### config.mk
export PLATFORM = sky130hd
export DESIGN_NAME = mvm_tx_drain
export DESIGN_NICKNAME = d
export VERILOG_FILES = /design/src/verilog/mvm_pkg.sv /design/src/verilog/mvm_fifo.sv /design/src/verilog/mvm_tx_drain.sv
export SDC_FILE = /design/constraint.sdc
export NUM_CORES = 1
export LEC_CHECK = 0
export BUFFER_PORTS_ARGS = -buffer_cell sky130_fd_sc_hd__buf_2
export CAP_MARGIN = 25
export CORE_ASPECT_RATIO = 1.2
export CORE_MARGIN = 2
export CORE_UTILIZATION = 35
export DETAILED_ROUTE_END_ITERATION = 6
export PLACE_DENSITY_LB_ADDON = 0.05
export SYNTH_ARGS = -nofsm -noshare
export SYNTH_HDL_FRONTEND = slang
export SYNTH_HIERARCHICAL = 1
export SYNTH_SLANG_ARGS = --single-unit
export TNS_END_PERCENT = 5
### constraint.sdc
create_clock -name clk -period 43.7 [get_ports clk]
set_input_delay 13.11 -clock clk [delete_from_list [all_inputs] [get_ports clk]]
set_output_delay 13.11 -clock clk [all_outputs]
set_load 0.02 [all_outputs]
### src/verilog/mvm_pkg.sv
package mvm_pkg;

	// Vector geometry
	localparam int LANES = 4;
	localparam int ELEMW = 16;
	localparam int VECW  = LANES * ELEMW;
	localparam int ACCW  = 32;
	localparam int USERW = 16;

	// Per-lane register file and instruction memory sizes
	localparam int RF_DEPTH   = 16;
	localparam int RF_ADDRW   = $clog2(RF_DEPTH);
	localparam int INST_DEPTH = 16;
	localparam int INST_ADDRW = $clog2(INST_DEPTH);

	// Issue to result: row read, products, sum
	localparam int LANE_LATENCY = 3;

	typedef logic signed [ELEMW-1:0] elem_t;

	typedef elem_t [LANES-1:0] vec_t;

	// For a jump, rf_raddr carries the target address
	typedef struct packed {
		logic [RF_ADDRW-1:0] rf_raddr;
		logic                last;
		logic                jump;
		logic                en;
	} inst_t;

	typedef struct packed {
		logic [VECW-$bits(inst_t)-1:0] pad;
		inst_t                         inst;
	} inst_word_t;

	// One receive word, read as an instruction or as a vector depending on its kind
	typedef union packed {
		inst_word_t inst_word;
		vec_t       vec;
	} rx_word_u;

	typedef enum logic [1:0] {
		KIND_INST = 2'd0,
		KIND_VEC  = 2'd2,
		KIND_ROW  = 2'd3
	} rx_kind_e;

endpackage

### src/verilog/mvm_fifo.sv
module mvm_fifo #(
	parameter int WIDTH = 64,
	parameter int DEPTH = 8
) (
	input  logic                       clk,
	input  logic                       rst,
	input  logic                       push,
	input  logic [WIDTH-1:0]           idata,
	input  logic                       pop,
	output logic [WIDTH-1:0]           odata,
	output logic                       empty,
	output logic                       full,
	output logic [$clog2(DEPTH):0]     count
);

	localparam int ADDRW = $clog2(DEPTH);

	logic [WIDTH-1:0] mem [DEPTH];
	logic [ADDRW-1:0] wr_ptr;
	logic [ADDRW-1:0] rd_ptr;
	logic             do_push;
	logic             do_pop;

	assign do_push = push && !full;
	assign do_pop  = pop && !empty;

	always_ff @(posedge clk) begin
		if (do_push) begin
			mem[wr_ptr] <= idata;
		end
	end

	// Pointers wrap explicitly so a depth that is not a power of two still works
	always_ff @(posedge clk) begin
		if (rst) begin
			wr_ptr <= '0;
			rd_ptr <= '0;
			count  <= '0;
		end else begin
			if (do_push) begin
				wr_ptr <= (wr_ptr == ADDRW'(DEPTH - 1)) ? '0 : wr_ptr + 1'b1;
			end
			if (do_pop) begin
				rd_ptr <= (rd_ptr == ADDRW'(DEPTH - 1)) ? '0 : rd_ptr + 1'b1;
			end
			if (do_push && !do_pop) begin
				count <= count + 1'b1;
			end else if (do_pop && !do_push) begin
				count <= count - 1'b1;
			end
		end
	end

	assign odata = mem[rd_ptr];
	assign empty = (count == '0);
	assign full  = (count == ($clog2(DEPTH) + 1)'(DEPTH));

endmodule

### src/verilog/mvm_tx_drain.sv
module mvm_tx_drain import mvm_pkg::*; #(
	parameter int DPES       = 4,
	parameter int OUPT_DEPTH = 8
) (
	input  logic                   clk,
	input  logic                   rst,
	input  logic [DPES*ACCW-1:0]   results,
	input  logic                   rvalid,
	input  logic                   tx_credit,
	output logic                   space_ok,
	output logic                   tx_valid,
	output logic [DPES*ACCW-1:0]   tx_data
);

	localparam int CNTW  = $clog2(OUPT_DEPTH) + 1;
	localparam int CREDW = 16;

	logic [CNTW-1:0]  out_count;
	logic [CNTW-1:0]  free_cnt;
	logic             out_empty;
	logic             out_full;
	logic [CREDW-1:0] credit_cnt;

	mvm_fifo #(
		.WIDTH(DPES * ACCW),
		.DEPTH(OUPT_DEPTH)
	) i_output_fifo (
		.clk  (clk),
		.rst  (rst),
		.push (rvalid),
		.idata(results),
		.pop  (tx_valid),
		.odata(tx_data),
		.empty(out_empty),
		.full (out_full),
		.count(out_count)
	);

	// Up to LANE_LATENCY issues are still in the lanes and one more is being decided,
	// so a new issue needs that much room beyond what the FIFO already holds
	assign free_cnt = CNTW'(OUPT_DEPTH) - out_count;
	assign space_ok = free_cnt > CNTW'(LANE_LATENCY + 1);

	assign tx_valid = (credit_cnt != '0) && !out_empty;

	always_ff @(posedge clk) begin
		if (rst) begin
			credit_cnt <= '0;
		end else if (tx_credit && !tx_valid) begin
			credit_cnt <= credit_cnt + 1'b1;
		end else if (tx_valid && !tx_credit) begin
			credit_cnt <= credit_cnt - 1'b1;
		end
	end

endmodule

==> results.json <==
{
  "r2r-end": "credit_cnt[14]$_SDFFE_PP0P_",
  "ctsResizeCount": 0,
  "holdCritPathClass": "flip-flop to flip-flop",
  "area_delta_synth_final_pct": 15.8,
  "core-area_um2": 116000,
  "die_area_um2": 120000,
  "ioPinCount": 262,
  "path_class": "flip-flop to primary output",
  "core.rowCount": 137,
  "power_density_nw_per_um2": 60.0,
  "gp_congestion": 0.740,
  "regArea_um2": 31300,
  "relSlewSlack_pct": 34.9,
  "final_area_um2": 47500,
  "grt_max_degree": 100,
  "clkSinkCount": 1053,
  "crit_path_max_fanout": 47,
  "vias_per_cell": 5.05,
  "status": "completed",
  "cts_setup_buffers": 0,
  "num_vias": 18700,
  "tightest_slew_ns": 0.977,
  "io_buffers": 261,
  "drtAntennaViolNets": 0,
  "leakage_nw": 15.2,
  "firstDrtPassIters": 6,
  "nets": 2230,
  "min_period_ns": 17.39,
  "fin_ws_ns": 26.31,
  "setup_tns_ns": 0,
  "grt_usage_pct": 15.9,
  "drive_above_1_share_pct": 36.9,
  "drv_cap": 0,
  "finalHoldWorstSlack_ns": 0.487,
  "grt_setup_unrepaired": "no",
  "overflow": 0,
  "placed_cell_area_um2": 43900,
  "routed_wl_mm": 94.3,
  "slowest_delay_ns": 0.83,
  "dp_slack_ns": 26.86,
  "post-dp-hpwl_mm": 51.1,
  "die_width_um": 316,
  "start_kind": "flip-flop",
  "critPathCaptureType": "primary output",
  "peakVddDrop_uv": 41.1,
  "syn_avg_cell_area_um2": 23.6,
  "multi_input_area_um2": 8930,
  "grt_pass1_wl_mm": 139,
  "cts_tree": "built",
  "max_freq_mhz": 57.5,
  "worst-r2r-cell-count": 11,
  "drc": 0,
  "insertion_delay_ns": 0.71,
  "htreeDepth": 3,
  "ys_warn_count": 6,
  "finClkSkew_ns": 0.0205,
  "regToRegSetupSlack_ns": 39.89,
  "wl_per_cell_um": 25.5,
  "crit_path_top_delay_cell": "buf_4",
  "fin_crit_sh_pct": 39.8,
  "hold_buffers": 0,
  "syn-num-nets": 1895,
  "setup-violations-final": 0,
  "arrival_ns": 4.28,
  "finalHoldViolCount": 0,
  "critical_path.cell_chain": "buf_4, buf_4, mux4_1, mux2_2, buf_2",
  "cts-buffers-inserted": 112,
  "grt_pass1_vias": 20600,
  "syn_inst": 1739,
  "synth_area_um2": 41000,
  "cts-root-buf": "clkbuf_16",
  "endpoint": "tx_data[79]",
  "worstHoldStart": "credit_cnt[7]$_SDFFE_PP0P_",
  "clockBufferDepth": 3,
  "die_y_um": 379,
  "timing.rr.start": "credit_cnt[7]$_SDFFE_PP0P_",
  "path_common_cell": "buf_4",
  "fillCellCount": 10400,
  "start_util_pct": 35.3,
  "utilization_pct": 40.8,
  "maxSlewViolCount": 0,
  "path_clk_slew_ns": 0.06,
  "antenna_found_initial": 29,
  "worstPathRequired_ns": 30.59,
  "drtIter0Drc": 1126
}
worst min-delay path by stage:
stage | to | slack [ns] | cells after the start
2_1_floorplan | credit_cnt[7]$_SDFFE_PP0P_ | 0.45 | 2
3_3_place_gp | credit_cnt[7]$_SDFFE_PP0P_ | 0.48 | 2
3_5_place_dp | credit_cnt[7]$_SDFFE_PP0P_ | 0.49 | 2
4_1_cts | credit_cnt[7]$_SDFFE_PP0P_ | 0.49 | 2
5_1_grt | credit_cnt[2]$_SDFFE_PP0P_ | 0.52 | 2
6_report | credit_cnt[7]$_SDFFE_PP0P_ | 0.49 | 2
routing by layer:
metal,share of wire [%],vias to the layer above,global-route usage [%]
li1,-,8154,-
met1,42,10000,19.9
met2,51,351,27.3
met3,5.8,142,4.03
met4,1.9,28,4.66
met5,0.19,-,0
where the power goes:
part | switching (mW) | leakage (nW) | internal (mW)
clock | 0.380 | 1.75 | 0.538
combinational | 0.404 | 3.94 | 0.335
sequential | 0.0303 | 9.53 | 1.16
layout make-up:
type / count / area share (%)
tap: 1529 / 4.03
clock inverter: 64 / 1.14
multi-input combinational: 595 / 18.8
sequential: 1053 / 66.0
inverter: 12 / 0.0949
clock buffer: 144 / 6.37
antenna: 7 / 0.0369
timing repair buffer: 300 / 3.49
cell usage in the layout, fill, tap and decap left out, types with 3 or more instances in the layout:
cell type,count
a211oi_1,5
a21o_1,5
a21oi_1,25
a31oi_1,4
and3_1,4
buf_12,3
buf_2,261
buf_4,35
bufinv_16,9
clkbuf_1,24
clkbuf_16,114
clkbuf_8,6
clkinv_1,28
clkinv_2,21
dfxtp_1,26
dfxtp_4,3
diode_2,7
edfxtp_1,1024
ha_1,22
inv_1,12
mux2_2,129
mux2i_1,3
mux4_1,65
mux4_2,191
nand2_1,21
nand2b_1,5
nand3_1,6
nor2_1,25
nor2_4,3
nor3_1,9
nor3_2,4
nor4_1,6
o211ai_1,3
o21ai_0,6
o21ai_1,3
or2_2,3
or3_1,4
xnor2_1,3
registers in the layout, indices dropped and copies added (netlist names), named ones only:
register and count:
credit_cnt 16, i_output_fifo/count 4, i_output_fifo/mem 1024, i_output_fifo/rd_ptr 3, i_output_fifo/wr_ptr 3
worst max-delay path, delay by kind of cell (launching register included):
family / cells / cell delay (ns)
buf+inv: 3 / 1.83
flops: 1 / 0.74
mux: 2 / 0.92
stage by stage:
stage                     total power [mW]  cells
after CTS                             2.91   3697
after floorplan                       1.79   1739
final                                 2.85   3704
after global placement                1.97   3488
after detailed placement              1.97   3489
after global routing                  2.99   3697
Power figures use the tool's default switching activity.
