--- src/verilog/mvm_pkg.sv ---
package mvm_pkg;

	// Vector geometry
	localparam int LANES = 4;
	localparam int ELEMW = 16;
	localparam int VECW  = LANES * ELEMW;
	localparam int ACCW  = 32;
	localparam int USERW = 16;

	// Per-lane register file and instruction memory sizes
	localparam int RF_DEPTH   = 16;
	localparam int RF_ADDRW   = $clog2(RF_DEPTH);
	localparam int INST_DEPTH = 16;
	localparam int INST_ADDRW = $clog2(INST_DEPTH);

	// Issue to result: row read, products, sum
	localparam int LANE_LATENCY = 3;

	typedef logic signed [ELEMW-1:0] elem_t;

	typedef elem_t [LANES-1:0] vec_t;

	// For a jump, rf_raddr carries the target address
	typedef struct packed {
		logic [RF_ADDRW-1:0] rf_raddr;
		logic                last;
		logic                jump;
		logic                en;
	} inst_t;

	typedef struct packed {
		logic [VECW-$bits(inst_t)-1:0] pad;
		inst_t                         inst;
	} inst_word_t;

	// One receive word, read as an instruction or as a vector depending on its kind
	typedef union packed {
		inst_word_t inst_word;
		vec_t       vec;
	} rx_word_u;

	typedef enum logic [1:0] {
		KIND_INST = 2'd0,
		KIND_VEC  = 2'd2,
		KIND_ROW  = 2'd3
	} rx_kind_e;

endpackage

--- src/verilog/mvm_lane_if.sv ---
interface mvm_lane_if import mvm_pkg::*; #(
	parameter int DPES = 4
) ();

	// Row writes into the lane register files
	logic [DPES-1:0]     wr_mask;
	logic [RF_ADDRW-1:0] wr_addr;
	vec_t                wr_data;

	// Dot-product issue
	logic [RF_ADDRW-1:0] rd_addr;
	logic                issue;
	vec_t                vec;

	modport steer (
		output wr_mask,
		output wr_addr,
		output wr_data
	);

	modport seq (
		output rd_addr,
		output issue,
		output vec
	);

	modport lane (
		input wr_mask,
		input wr_addr,
		input wr_data,
		input rd_addr,
		input issue,
		input vec
	);

endinterface

--- src/verilog/mvm_rx_steer.sv ---
module mvm_rx_steer import mvm_pkg::*; #(
	parameter int DPES = 4
) (
	input  logic                  clk,
	input  logic                  rst,
	input  logic                  rx_valid,
	input  rx_kind_e              rx_kind,
	input  rx_word_u              rx_data,
	input  logic [USERW-1:0]      rx_user,
	output logic                  inst_wen,
	output logic [INST_ADDRW-1:0] inst_waddr,
	output inst_t                 inst_wdata,
	output logic                  vec_push,
	output vec_t                  vec_data,
	mvm_lane_if.steer             lane
);

	logic is_inst;
	logic is_row;
	logic is_vec;

	// The user field must hold a row address and one mask bit per lane
	if (RF_ADDRW + DPES > USERW) begin : gen_user_check
		$error("rx_user too narrow for the lane mask");
	end

	// Kind code 1 matches none of these and the word is dropped
	assign is_inst = rx_valid && (rx_kind == KIND_INST);
	assign is_row  = rx_valid && (rx_kind == KIND_ROW);
	assign is_vec  = rx_valid && (rx_kind == KIND_VEC);

	always_ff @(posedge clk) begin
		if (rst) begin
			inst_wen     <= 1'b0;
			vec_push     <= 1'b0;
			lane.wr_mask <= '0;
		end else begin
			inst_wen     <= is_inst;
			vec_push     <= is_vec;
			lane.wr_mask <= is_row ? rx_user[RF_ADDRW +: DPES] : '0;
		end
	end

	// The same word is taken as an instruction or a vector, the strobes decide which
	always_ff @(posedge clk) begin
		inst_waddr   <= rx_user[INST_ADDRW-1:0];
		inst_wdata   <= rx_data.inst_word.inst;
		vec_data     <= rx_data.vec;
		lane.wr_addr <= rx_user[RF_ADDRW-1:0];
		lane.wr_data <= rx_data.vec;
	end

endmodule

--- src/flat_wrapper.sv ---
// flat-port wrapper written by rule: the top's interface ports become plain ports
module mvm_rx_steer_flat import mvm_pkg::*;
#(
	parameter int DPES = 4
)
  (clk, rst, rx_valid, rx_kind, rx_data, rx_user, inst_wen, inst_waddr, inst_wdata, vec_push, vec_data, lane_wr_mask, lane_wr_addr, lane_wr_data);
  mvm_lane_if #(.DPES(DPES)) lane_i ();
  input  logic clk;
  input  logic rst;
  input  logic rx_valid;
  input  rx_kind_e rx_kind;
  input  rx_word_u rx_data;
  input  logic [USERW-1:0] rx_user;
  output logic inst_wen;
  output logic [INST_ADDRW-1:0] inst_waddr;
  output inst_t inst_wdata;
  output logic vec_push;
  output vec_t vec_data;
  output wire logic [$bits(lane_i.wr_mask)-1:0] lane_wr_mask;
  output wire logic [$bits(lane_i.wr_addr)-1:0] lane_wr_addr;
  output wire logic [$bits(lane_i.wr_data)-1:0] lane_wr_data;
  assign lane_wr_mask = lane_i.wr_mask;
  assign lane_wr_addr = lane_i.wr_addr;
  assign lane_wr_data = lane_i.wr_data;
  mvm_rx_steer #(.DPES(DPES)) u_core (.clk(clk), .rst(rst), .rx_valid(rx_valid), .rx_kind(rx_kind), .rx_data(rx_data), .rx_user(rx_user), .inst_wen(inst_wen), .inst_waddr(inst_waddr), .inst_wdata(inst_wdata), .vec_push(vec_push), .vec_data(vec_data), .lane(lane_i));
endmodule
--- config.mk ---
export PLATFORM = sky130hd
export DESIGN_NAME = mvm_rx_steer_flat
export DESIGN_NICKNAME = d
export VERILOG_FILES = /design/src/verilog/mvm_pkg.sv /design/src/verilog/mvm_lane_if.sv /design/src/verilog/mvm_rx_steer.sv /design/src/flat_wrapper.sv
export SDC_FILE = /design/constraint.sdc
export NUM_CORES = 1
export LEC_CHECK = 0
export ABC_CLOCK_PERIOD_IN_PS = 1200
export BUFFER_PORTS_ARGS = -buffer_cell sky130_fd_sc_hd__buf_2
export CAP_MARGIN = 20
export CORE_MARGIN = 8
export CORE_UTILIZATION = 36
export CTS_CLUSTER_DIAMETER = 60
export DETAILED_ROUTE_END_ITERATION = 7
export MAX_ROUTING_LAYER = met4
export PLACE_DENSITY = 0.87
export SYNTH_ARGS = -nofsm -noshare
export SYNTH_HDL_FRONTEND = slang
export SYNTH_SLANG_ARGS = --single-unit
--- constraint.sdc ---
create_clock -name clk -period 1.2 [get_ports clk]
set_input_delay 0.24 -clock clk [delete_from_list [all_inputs] [get_ports clk]]
set_output_delay 0.24 -clock clk [all_outputs]
set_load 0.01 [all_outputs]
==> run metrics <==
non-filler cells, final=458; Sw Pwr=1116 uW; cts repair resizes=0; vias in the first global route=around 2100; status=complete, no violations; number of cells on the worst hold path=1; hold_ws=27.67 ps; Clock Sinks=74; core box area=around 5800 um^2; leakage=about 0.0019 uW; DRC=0; Die Area=8536 um^2; # setup viols final=0; Slowest cell on crit path=dfxtp_1; relative slew slack=78.82%; cell area after synthesis=2101 um^2; Setup Buffers After CTS=0; PwrDens=roughly 1400 nW/um^2; hold path startpoint=rx_data[2]; Horiz. Die Dim=just over 90 um; Clock Power Share=32.8%; most frequent cells in the layout=buf_2 (225), dfxtp_1 (74), dlygate4sd3_1 (63), clkbuf_8 (12), and2_1 (4); final instance area=3558 um^2; area share of the leading cell type in the synthesized netlist=70.52%; critical path data required time=around 960 ps; Worst setup EP type=primary output; Gate Count Post-Synth=156; initial antenna violation count=2; clk buf depth=2; IO Pins=234; WP buf/inv=1; Worst-path clk slew=60 ps; Worst path top cell family by delay=flip-flops; setup TNS=0 ps; area leader, netlist=dfxtp_1; DR vias=1781; post-synthesis cell type count=6; fin. max-slew vios=0; total gr overflow=0; Startpoint Class=flop; CTS buffer count=9; IR drop worst, VDD=0.9318 mV; Area after DPL=approximately 2800 um^2; commonest non-fill, non-tap cell in the layout=buf_2; ratio of cells with drive above 1 in the final layout=around 62%; row count=28; internal power=slightly below 4000 uW; sw frac=22.48%; Slew @ Worst Pin=313.4 ps; die height=92.39 um; Initial DRT Pass Iterations=4; Comb power frac=between 10% and 20%; Placed Cells incl. Taps=roughly 380; global-route wire length before repair=around 10000 um; GPL Wtd Cong=approximately 0.8; mean area per synthesized cell=13.47 um^2; Final Hold Fails=0; FMAX=938.5 MHz; vias per cell=just under 4; CP cell instances=buf_2; fillers=456; Synth-to-Final Area Change=69.39%; htree depth=3; final worst slack=134.4 ps; RSZ-0062 raised after global routing=no; number of synthesized register bits=74; Net Count, Synth=241; Hold EP=u_core.lane.wr_data[2]$_DFF_P_; Critical Path AT=slightly above 800 ps; Root Driver=clkbuf_8; sequential element share of the synthesized area=70.52%; pre-CTS setup slack=between 300 and 400 ps; ranking of synthesized cells by area=dfxtp_1 (71%), buf_4 (27%), and2_1 (1.2%); MaxCap Viol Count=0; Hold Crit Class=input port to flop; CP Depth=1; synthesis warning total=0; crit path kind=flop to primary output; CP peak stage delay=360 ps; total track usage=16.25%; register area=1481 um^2; count of input and output buffers=225; Final min period=1066 ps; Sequential Power Share=a little over half; Post-Route WL=7115 um; routed length per placed instance=15.53 um; fin nets=465; TritonCTS clock tree=done; period utilisation layout=88.80%; initial drt markers=36; Initial Utilization=36.34%; Multi-input gate area=56.30 um^2; Crit Path Max Fanout=3; largest net degree at the start of global routing=11; hpwl dp=5141 um; antenna viol nets, final=0
## registers in the layout (all words and copies together) (netlist names)
signal / count
u_core.vec_push: 1
u_core.inst_wen: 1
u_core.lane.wr_addr: 4
u_core.lane.wr_data: 64
u_core.lane.wr_mask: 4
## cell type report
class / instances / area share [%]
timing repair buffer: 288 / 49.37
sequential: 74 / 41.63
clock buffer: 12 / 4.641
tap: 75 / 2.637
multi-input combinational: 7 / 1.582
antenna: 2 / 0.1406
## metrics by stage
stage          power (uW)  util (%)
6_report             4965     61.56
5_1_grt              5189     61.56
4_1_cts              5045     61.47
3_5_place_dp         3230     47.71
3_3_place_gp         3217     47.71
2_1_floorplan        3020         -
## synthesized netlist by cell type
cell and n:
and4bb_2 1, dfxtp_1 74, and4b_1 1, and2_1 4, nor4b_1 1, buf_4 75
## cells by family after synthesis
kind of cell | Yosys count | share of synthesized area [%]
AND/OR/NAND/NOR | 7 | 2.680
buffers and inverters | 75 | 26.80
flip-flops | 74 | 70.52
## worst max-delay path by stage
stage	startpoint	endpoint	slack, ps
after global placement	rx_kind[1]	u_core.lane.wr_mask[1]$_SDFF_PP0_	370
final	u_core.lane.wr_data[0]$_DFF_P_	inst_wdata[0]	130
after floorplan	u_core.lane.wr_data[0]$_DFF_P_	lane_wr_data[0]	450
after detailed placement	rx_kind[1]	u_core.lane.wr_mask[3]$_SDFF_PP0_	350
after CTS	u_core.lane.wr_data[22]$_DFF_P_	vec_data[22]	110
after global routing	u_core.lane.wr_data[10]$_DFF_P_	lane_wr_data[10]	70
## routing by layer
metal  up-vias  share of wire, %  global-route usage, %
met2       124                53                  29.50
met3        13                14                  9.142
li1        852                 -                      -
met4         0               1.7                  7.114
met1       792                32                  13.01
met5         -                 0                      -
## power by group through the flow
stage | Clock [uW] | Combinational, uW | Sequential [uW]
floorplan | 0 | 258 | 2760
global placement | 0 | 527 | 2690
detailed placement | 0 | 535 | 2700
CTS | 1710 | 696 | 2640
global route | 1790 | 741 | 2660
finish | 1630 | 692 | 2640
## timing repair
action                     in CTS  in global routing
hold buffers                   63                  0
setup endpoints to repair       0                  0
hold endpoints to repair       63                  0
Note: power is estimated with default switching activity, not from simulation.
