**config.mk**
```make
export PLATFORM = sky130hd
export DESIGN_NAME = mvm_dot_lane_flat
export DESIGN_NICKNAME = d
export VERILOG_FILES = /design/src/verilog/mvm_pkg.sv /design/src/verilog/mvm_lane_if.sv /design/src/verilog/mvm_dot_lane.sv /design/src/flat_wrapper.sv
export SDC_FILE = /design/constraint.sdc
export NUM_CORES = 2
export LEC_CHECK = 0
export BUFFER_PORTS_ARGS = -buffer_cell sky130_fd_sc_hd__buf_2
export CAP_MARGIN = 20
export CORE_MARGIN = 3
export CORE_UTILIZATION = 49
export CTS_CLUSTER_DIAMETER = 30
export DETAILED_ROUTE_END_ITERATION = 8
export GPL_TIMING_DRIVEN = 0
export SETUP_SLACK_MARGIN = 0.1
export SYNTH_ARGS = -nofsm -noshare
export SYNTH_HDL_FRONTEND = slang
export SYNTH_SLANG_ARGS = --single-unit
```
**constraint.sdc**
```tcl
create_clock -name clk -period 13.7 [get_ports clk]
set_input_delay 1.37 -clock clk [delete_from_list [all_inputs] [get_ports clk]]
set_output_delay 1.37 -clock clk [all_outputs]
set_load 0.1 [all_outputs]
```
**src/verilog/mvm_pkg.sv**
```systemverilog
package mvm_pkg;

	// Vector geometry
	localparam int LANES = 4;
	localparam int ELEMW = 16;
	localparam int VECW  = LANES * ELEMW;
	localparam int ACCW  = 32;
	localparam int USERW = 16;

	// Per-lane register file and instruction memory sizes
	localparam int RF_DEPTH   = 16;
	localparam int RF_ADDRW   = $clog2(RF_DEPTH);
	localparam int INST_DEPTH = 16;
	localparam int INST_ADDRW = $clog2(INST_DEPTH);

	// Issue to result: row read, products, sum
	localparam int LANE_LATENCY = 3;

	typedef logic signed [ELEMW-1:0] elem_t;

	typedef elem_t [LANES-1:0] vec_t;

	// For a jump, rf_raddr carries the target address
	typedef struct packed {
		logic [RF_ADDRW-1:0] rf_raddr;
		logic                last;
		logic                jump;
		logic                en;
	} inst_t;

	typedef struct packed {
		logic [VECW-$bits(inst_t)-1:0] pad;
		inst_t                         inst;
	} inst_word_t;

	// One receive word, read as an instruction or as a vector depending on its kind
	typedef union packed {
		inst_word_t inst_word;
		vec_t       vec;
	} rx_word_u;

	typedef enum logic [1:0] {
		KIND_INST = 2'd0,
		KIND_VEC  = 2'd2,
		KIND_ROW  = 2'd3
	} rx_kind_e;

endpackage

```
**src/verilog/mvm_lane_if.sv**
```systemverilog
interface mvm_lane_if import mvm_pkg::*; #(
	parameter int DPES = 4
) ();

	// Row writes into the lane register files
	logic [DPES-1:0]     wr_mask;
	logic [RF_ADDRW-1:0] wr_addr;
	vec_t                wr_data;

	// Dot-product issue
	logic [RF_ADDRW-1:0] rd_addr;
	logic                issue;
	vec_t                vec;

	modport steer (
		output wr_mask,
		output wr_addr,
		output wr_data
	);

	modport seq (
		output rd_addr,
		output issue,
		output vec
	);

	modport lane (
		input wr_mask,
		input wr_addr,
		input wr_data,
		input rd_addr,
		input issue,
		input vec
	);

endinterface

```
**src/verilog/mvm_dot_lane.sv**
```systemverilog
module mvm_dot_lane import mvm_pkg::*; #(
	parameter int LANE_ID = 0
) (
	input  logic                   clk,
	input  logic                   rst,
	mvm_lane_if.lane               lane,
	output logic signed [ACCW-1:0] result,
	output logic                   rvalid
);

	vec_t                      rf [RF_DEPTH];
	vec_t                      row_q;
	vec_t                      vec_q;
	logic signed [2*ELEMW-1:0] prod_q [LANES];
	logic signed [ACCW-1:0]    sum;
	logic                      v1;
	logic                      v2;

	always_ff @(posedge clk) begin
		if (lane.wr_mask[LANE_ID]) begin
			rf[lane.wr_addr] <= lane.wr_data;
		end
	end

	// Stage 1 reads the row next to the issued vector, stage 2 multiplies, stage 3 sums
	always_ff @(posedge clk) begin
		row_q <= rf[lane.rd_addr];
		vec_q <= lane.vec;
		for (int i = 0; i < LANES; i++) begin
			prod_q[i] <= row_q[i] * vec_q[i];
		end
		result <= sum;
	end

	always_comb begin
		sum = '0;
		for (int i = 0; i < LANES; i++) begin
			sum = sum + ACCW'(prod_q[i]);
		end
	end

	// Valid bits walk alongside the data, so back-to-back issues overlap freely
	always_ff @(posedge clk) begin
		if (rst) begin
			v1     <= 1'b0;
			v2     <= 1'b0;
			rvalid <= 1'b0;
		end else begin
			v1     <= lane.issue;
			v2     <= v1;
			rvalid <= v2;
		end
	end

endmodule

```
**src/flat_wrapper.sv**
```systemverilog
// flat-port wrapper written by rule: the top's interface ports become plain ports
module mvm_dot_lane_flat import mvm_pkg::*;
#(
	parameter int LANE_ID = 0
)
  (clk, rst, result, rvalid, lane_wr_mask, lane_wr_addr, lane_wr_data, lane_rd_addr, lane_issue, lane_vec);
  mvm_lane_if lane_i ();
  input  logic clk;
  input  logic rst;
  output logic signed [ACCW-1:0] result;
  output logic rvalid;
  input wire logic [$bits(lane_i.wr_mask)-1:0] lane_wr_mask;
  input wire logic [$bits(lane_i.wr_addr)-1:0] lane_wr_addr;
  input wire logic [$bits(lane_i.wr_data)-1:0] lane_wr_data;
  input wire logic [$bits(lane_i.rd_addr)-1:0] lane_rd_addr;
  input wire logic [$bits(lane_i.issue)-1:0] lane_issue;
  input wire logic [$bits(lane_i.vec)-1:0] lane_vec;
  assign lane_i.wr_mask = lane_wr_mask;
  assign lane_i.wr_addr = lane_wr_addr;
  assign lane_i.wr_data = lane_wr_data;
  assign lane_i.rd_addr = lane_rd_addr;
  assign lane_i.issue = lane_issue;
  assign lane_i.vec = lane_vec;
  mvm_dot_lane #(.LANE_ID(LANE_ID)) u_core (.clk(clk), .rst(rst), .lane(lane_i), .result(result), .rvalid(rvalid));
endmodule
```
==> flow_metrics.env <==
export IMPL_met2_length_mm=110
export IMPL_first_pass_iters=6
export IMPL_netlist_top_cell_by_area="edfxtp_1"
export IMPL_layout_common_cells="1195 x inv_1, 1110 x fa_1, 1024 x edfxtp_1"
export IMPL_crit_fanout=10
export IMPL_grt_start_max_net_pins=22
export IMPL_global_route_wire_length_before_repair_mm=345
export IMPL_synth_avg_cell_area_sq_um=13.6
export IMPL_synthesis_yosys_warnings=0
export IMPL_finalHoldViolations=0
export IMPL_tritoncts="done"
export IMPL_worstPathArrival_ns=8.21
export IMPL_final_cycle_utilization_of_the_critical_path_pct=54.8
export IMPL_cp_data_required_time_ns=14.40
export IMPL_detailedRoute_firstIterationViolations=3743
export IMPL_status="finished clean"
export IMPL_floorplan_core_area_sq_um=174000
export IMPL_worstReg2RegStart="u_core.row_q[31]"
export IMPL_critical_path_class="flop to flop"
export IMPL_max_slew_margin_rel_pct=22.9
export IMPL_async_reset_ff_share_pct=0
export IMPL_final_nets=8505
export IMPL_setup_repair_after_global_routing_missed_its_margin="false"
export IMPL_synth_ff_latch_count=1315
export IMPL_clock_latency_ns=0.93
export IMPL_gp_congestion=0.920
export IMPL_synth_fp_nets=7944
export IMPL_synth_area_sq_um=86100
export IMPL_finClkSkew_ns=0.107
export IMPL_clock_tree_root_cell="clkbuf_16"
export IMPL_clkSlewWorstSetupHoldPaths_ns=0.04
export IMPL_grt_overflow_total=0
export IMPL_number_of_filler_instances_in_the_final_layout=14200
export IMPL_netlist_top_cells_area="edfxtp_1 36%, fa_1 26%, mux4_2 8.4%"
export IMPL_highest_signal_layer="met5"
export IMPL_post_drt_via_cell_ratio=5.38
export IMPL_post_route_util_pct=58.0
export IMPL_layout_commonest_cell="inv_1"
export IMPL_tritoncts_num_buffers=286
export IMPL_drtAntennaViolNets=0
export IMPL_route_detailed_drc=0
export IMPL_cts_repair_resized=0
export IMPL_netlist_cell_type_count=64
export IMPL_grt_antenna_before_repair=39
export IMPL_cts_setup_buffers=0
export IMPL_wire_length_per_cell_after_detailed_routing_microns=23.9
export IMPL_synth_enable_flop_cells=1024
export IMPL_area_growth_pct=17.3
export IMPL_min_delay_path_class="flop to flop"
export IMPL_worst_pin_slew_ns=1.16
export IMPL_yosysSeqAreaShare_pct=42.5
export IMPL_timing_reg2reg_setup_slack_ns=6.19
export IMPL_die_footprint_sq_um=181000
export IMPL_place_port_buffers=168
export IMPL_synth_top_flop_cell="edfxtp_1"
export IMPL_totalWireLength_mm=225
export IMPL_number_of_core_rows=153
export IMPL_setup_worst_path_end="u_core.prod_q[1][31]"
export IMPL_synth_top_cell_area_share_pct=35.7
export IMPL_end_kind="flop"
export IMPL_vias=50800
export IMPL_die_w_microns=425
export IMPL_final_setup_vio_count=0
export IMPL_r2r_end="u_core.prod_q[1][31]"
export IMPL_fmax_ghz=0.133
export IMPL_die_y_microns=425
export IMPL_critical_path_startpoint="u_core.row_q[31]"
export IMPL_cts_htree_levels=5
export IMPL_finalCriticalPeriod_ns=7.51
export IMPL_grt_usage_pct=25.9
export IMPL_m1WireLength_mm=90.2
export IMPL_setup_total_negative_slack_ns=0
export IMPL_grt_pass1_vias=55600
export IMPL_floorplan_io_pins=176
export IMPL_drv_cap=0
export IMPL_hold_buffers=0
export IMPL_hpwlAfterDp_mm=170
export IMPL_max_clock_path_buffers=4
export IMPL_floorplan_initialDensity_pct=49.4
export IMPL_final_layout_size_suffix_gt1_share_pct=15.1
export IMPL_synthCells=6332
export IMPL_timing_final_max_slew_violations=0
export IMPL_rr_worst_depth=21
export IMPL_routed_wl_met3_mm=16.5
export IMPL_cts_sinks=1315
export IMPL_critical_path_startpoint_type="flop"
-- how the worst min path moves through the flow --
stage          slack (ns)       from             to  depth (start not counted)
4_1_cts              0.44  u_core.v2  u_core.rvalid                          1
2_1_floorplan        0.41  u_core.v2  u_core.rvalid                          1
3_3_place_gp         0.43  u_core.v2  u_core.rvalid                          1
3_5_place_dp         0.43  u_core.v2  u_core.rvalid                          1
6_report             0.44  u_core.v2  u_core.rvalid                          1
5_1_grt              0.46  u_core.v1      u_core.v2                          1
-- kinds of logic (layout without fill, tap and decap cells) --
kind of cell	count (synthesis)	in the layout	share of synthesized area [%]
fa+ha+maj	1469	1469	31.0
buf+inv	1401	2168	6.11
flops	1315	1315	42.5
simple gates	1274	1274	7.37
compound gates	381	381	2.88
mux	323	323	8.41
xor+xnor	169	169	1.72
other cells	0	20	0
-- sequential cells by signal, indices dropped and copies added, names as in the netlist --
register       cells
u_core.result     32
u_core.rf       1024
u_core.rvalid      1
u_core.prod_q    128
u_core.v1          1
u_core.row_q      64
u_core.v2          1
u_core.vec_q      64
-- per-layer routing --
| metal | up-vias | global-route usage [%] |
|---|---|---|
| li1 | 22100 | - |
| met1 | 26600 | 33.9 |
| met2 | 1674 | 42.1 |
| met3 | 460 | 6.01 |
| met4 | 20 | 10.3 |
| met5 | - | 0.726 |
-- critical path, stage by stage, from the launching register on --
cell and delay, ns:
dfxtp_1 0.53, clkbuf_1 0.52, nand2_1 0.20, inv_1 0.16, fa_1 0.56, inv_1 0.13, fa_1 0.41, fa_1 0.50
fa_1 0.58, fa_1 0.43, fa_1 0.49, inv_1 0.04, ha_1 0.40, and3_1 0.25, nor3b_1 0.53, nand2_1 0.11
a21oi_1 0.34, o221ai_1 0.28, a21oi_1 0.28, a211oi_1 0.17, a21oi_1 0.20, xnor2_1 0.26
-- synthesized netlist by cell type (3+ instances only) --
cell and n:
inv_1 1195, fa_1 1110, edfxtp_1 1024, nand2_1 523, and2_1 490, ha_1 359
mux4_2 320, dfxtp_1 291, clkbuf_1 173, xnor2_1 129, a21oi_1 124, nor2_1 107
a21o_1 67, o21ai_0 58, xor2_1 40, nand2b_1 33, buf_1 32, nand3_1 29
nor3_1 29, o21bai_1 22, o21a_1 19, and3_1 16, a31oi_1 12, a211oi_1 11
o211ai_1 11, nand4_1 10, nor2b_1 10, a21boi_0 8, nor4_1 8, a211o_1 6
o31ai_1 6, or3_1 5, a2111oi_0 4, nand3b_1 4, a31o_2 3, mux2i_1 3
o211a_1 3, o41ai_2 3, or2_2 3
-- final cells by class --
class                      count  area [sq um]  share of cell area, %
inverter                    1195          4490                   4.44
timing repair buffer         273          2530                   2.50
tap                         2325          2910                   2.88
antenna                       20          50.0                 0.0496
multi-input combinational   3616         44400                   43.9
sequential                  1315         36600                   36.2
clock buffer                 329          7460                   7.39
buffer                       206           774                  0.767
clock inverter               165          1820                   1.80
-- per-stage QoR --
| stage | cells | setup slack, ns | instance area (sq um) | hold slack [ns] |
|---|---|---|---|---|
| global route | 9433 | 5.77 | 101000 | 0.457 |
| finish | 9444 | 6.19 | 101000 | 0.437 |
| detailed placement | 8916 | 6.21 | 91400 | 0.435 |
| global placement | 8825 | 0.577 | 89800 | 0.428 |
| CTS | 9410 | 6.20 | 101000 | 0.445 |
| floorplan | 6332 | 6.90 | 86100 | 0.414 |
Power is left out: the tool's default activity adds up to more than one toggle a clock period on the data nets, which glitch-free logic cannot reach.
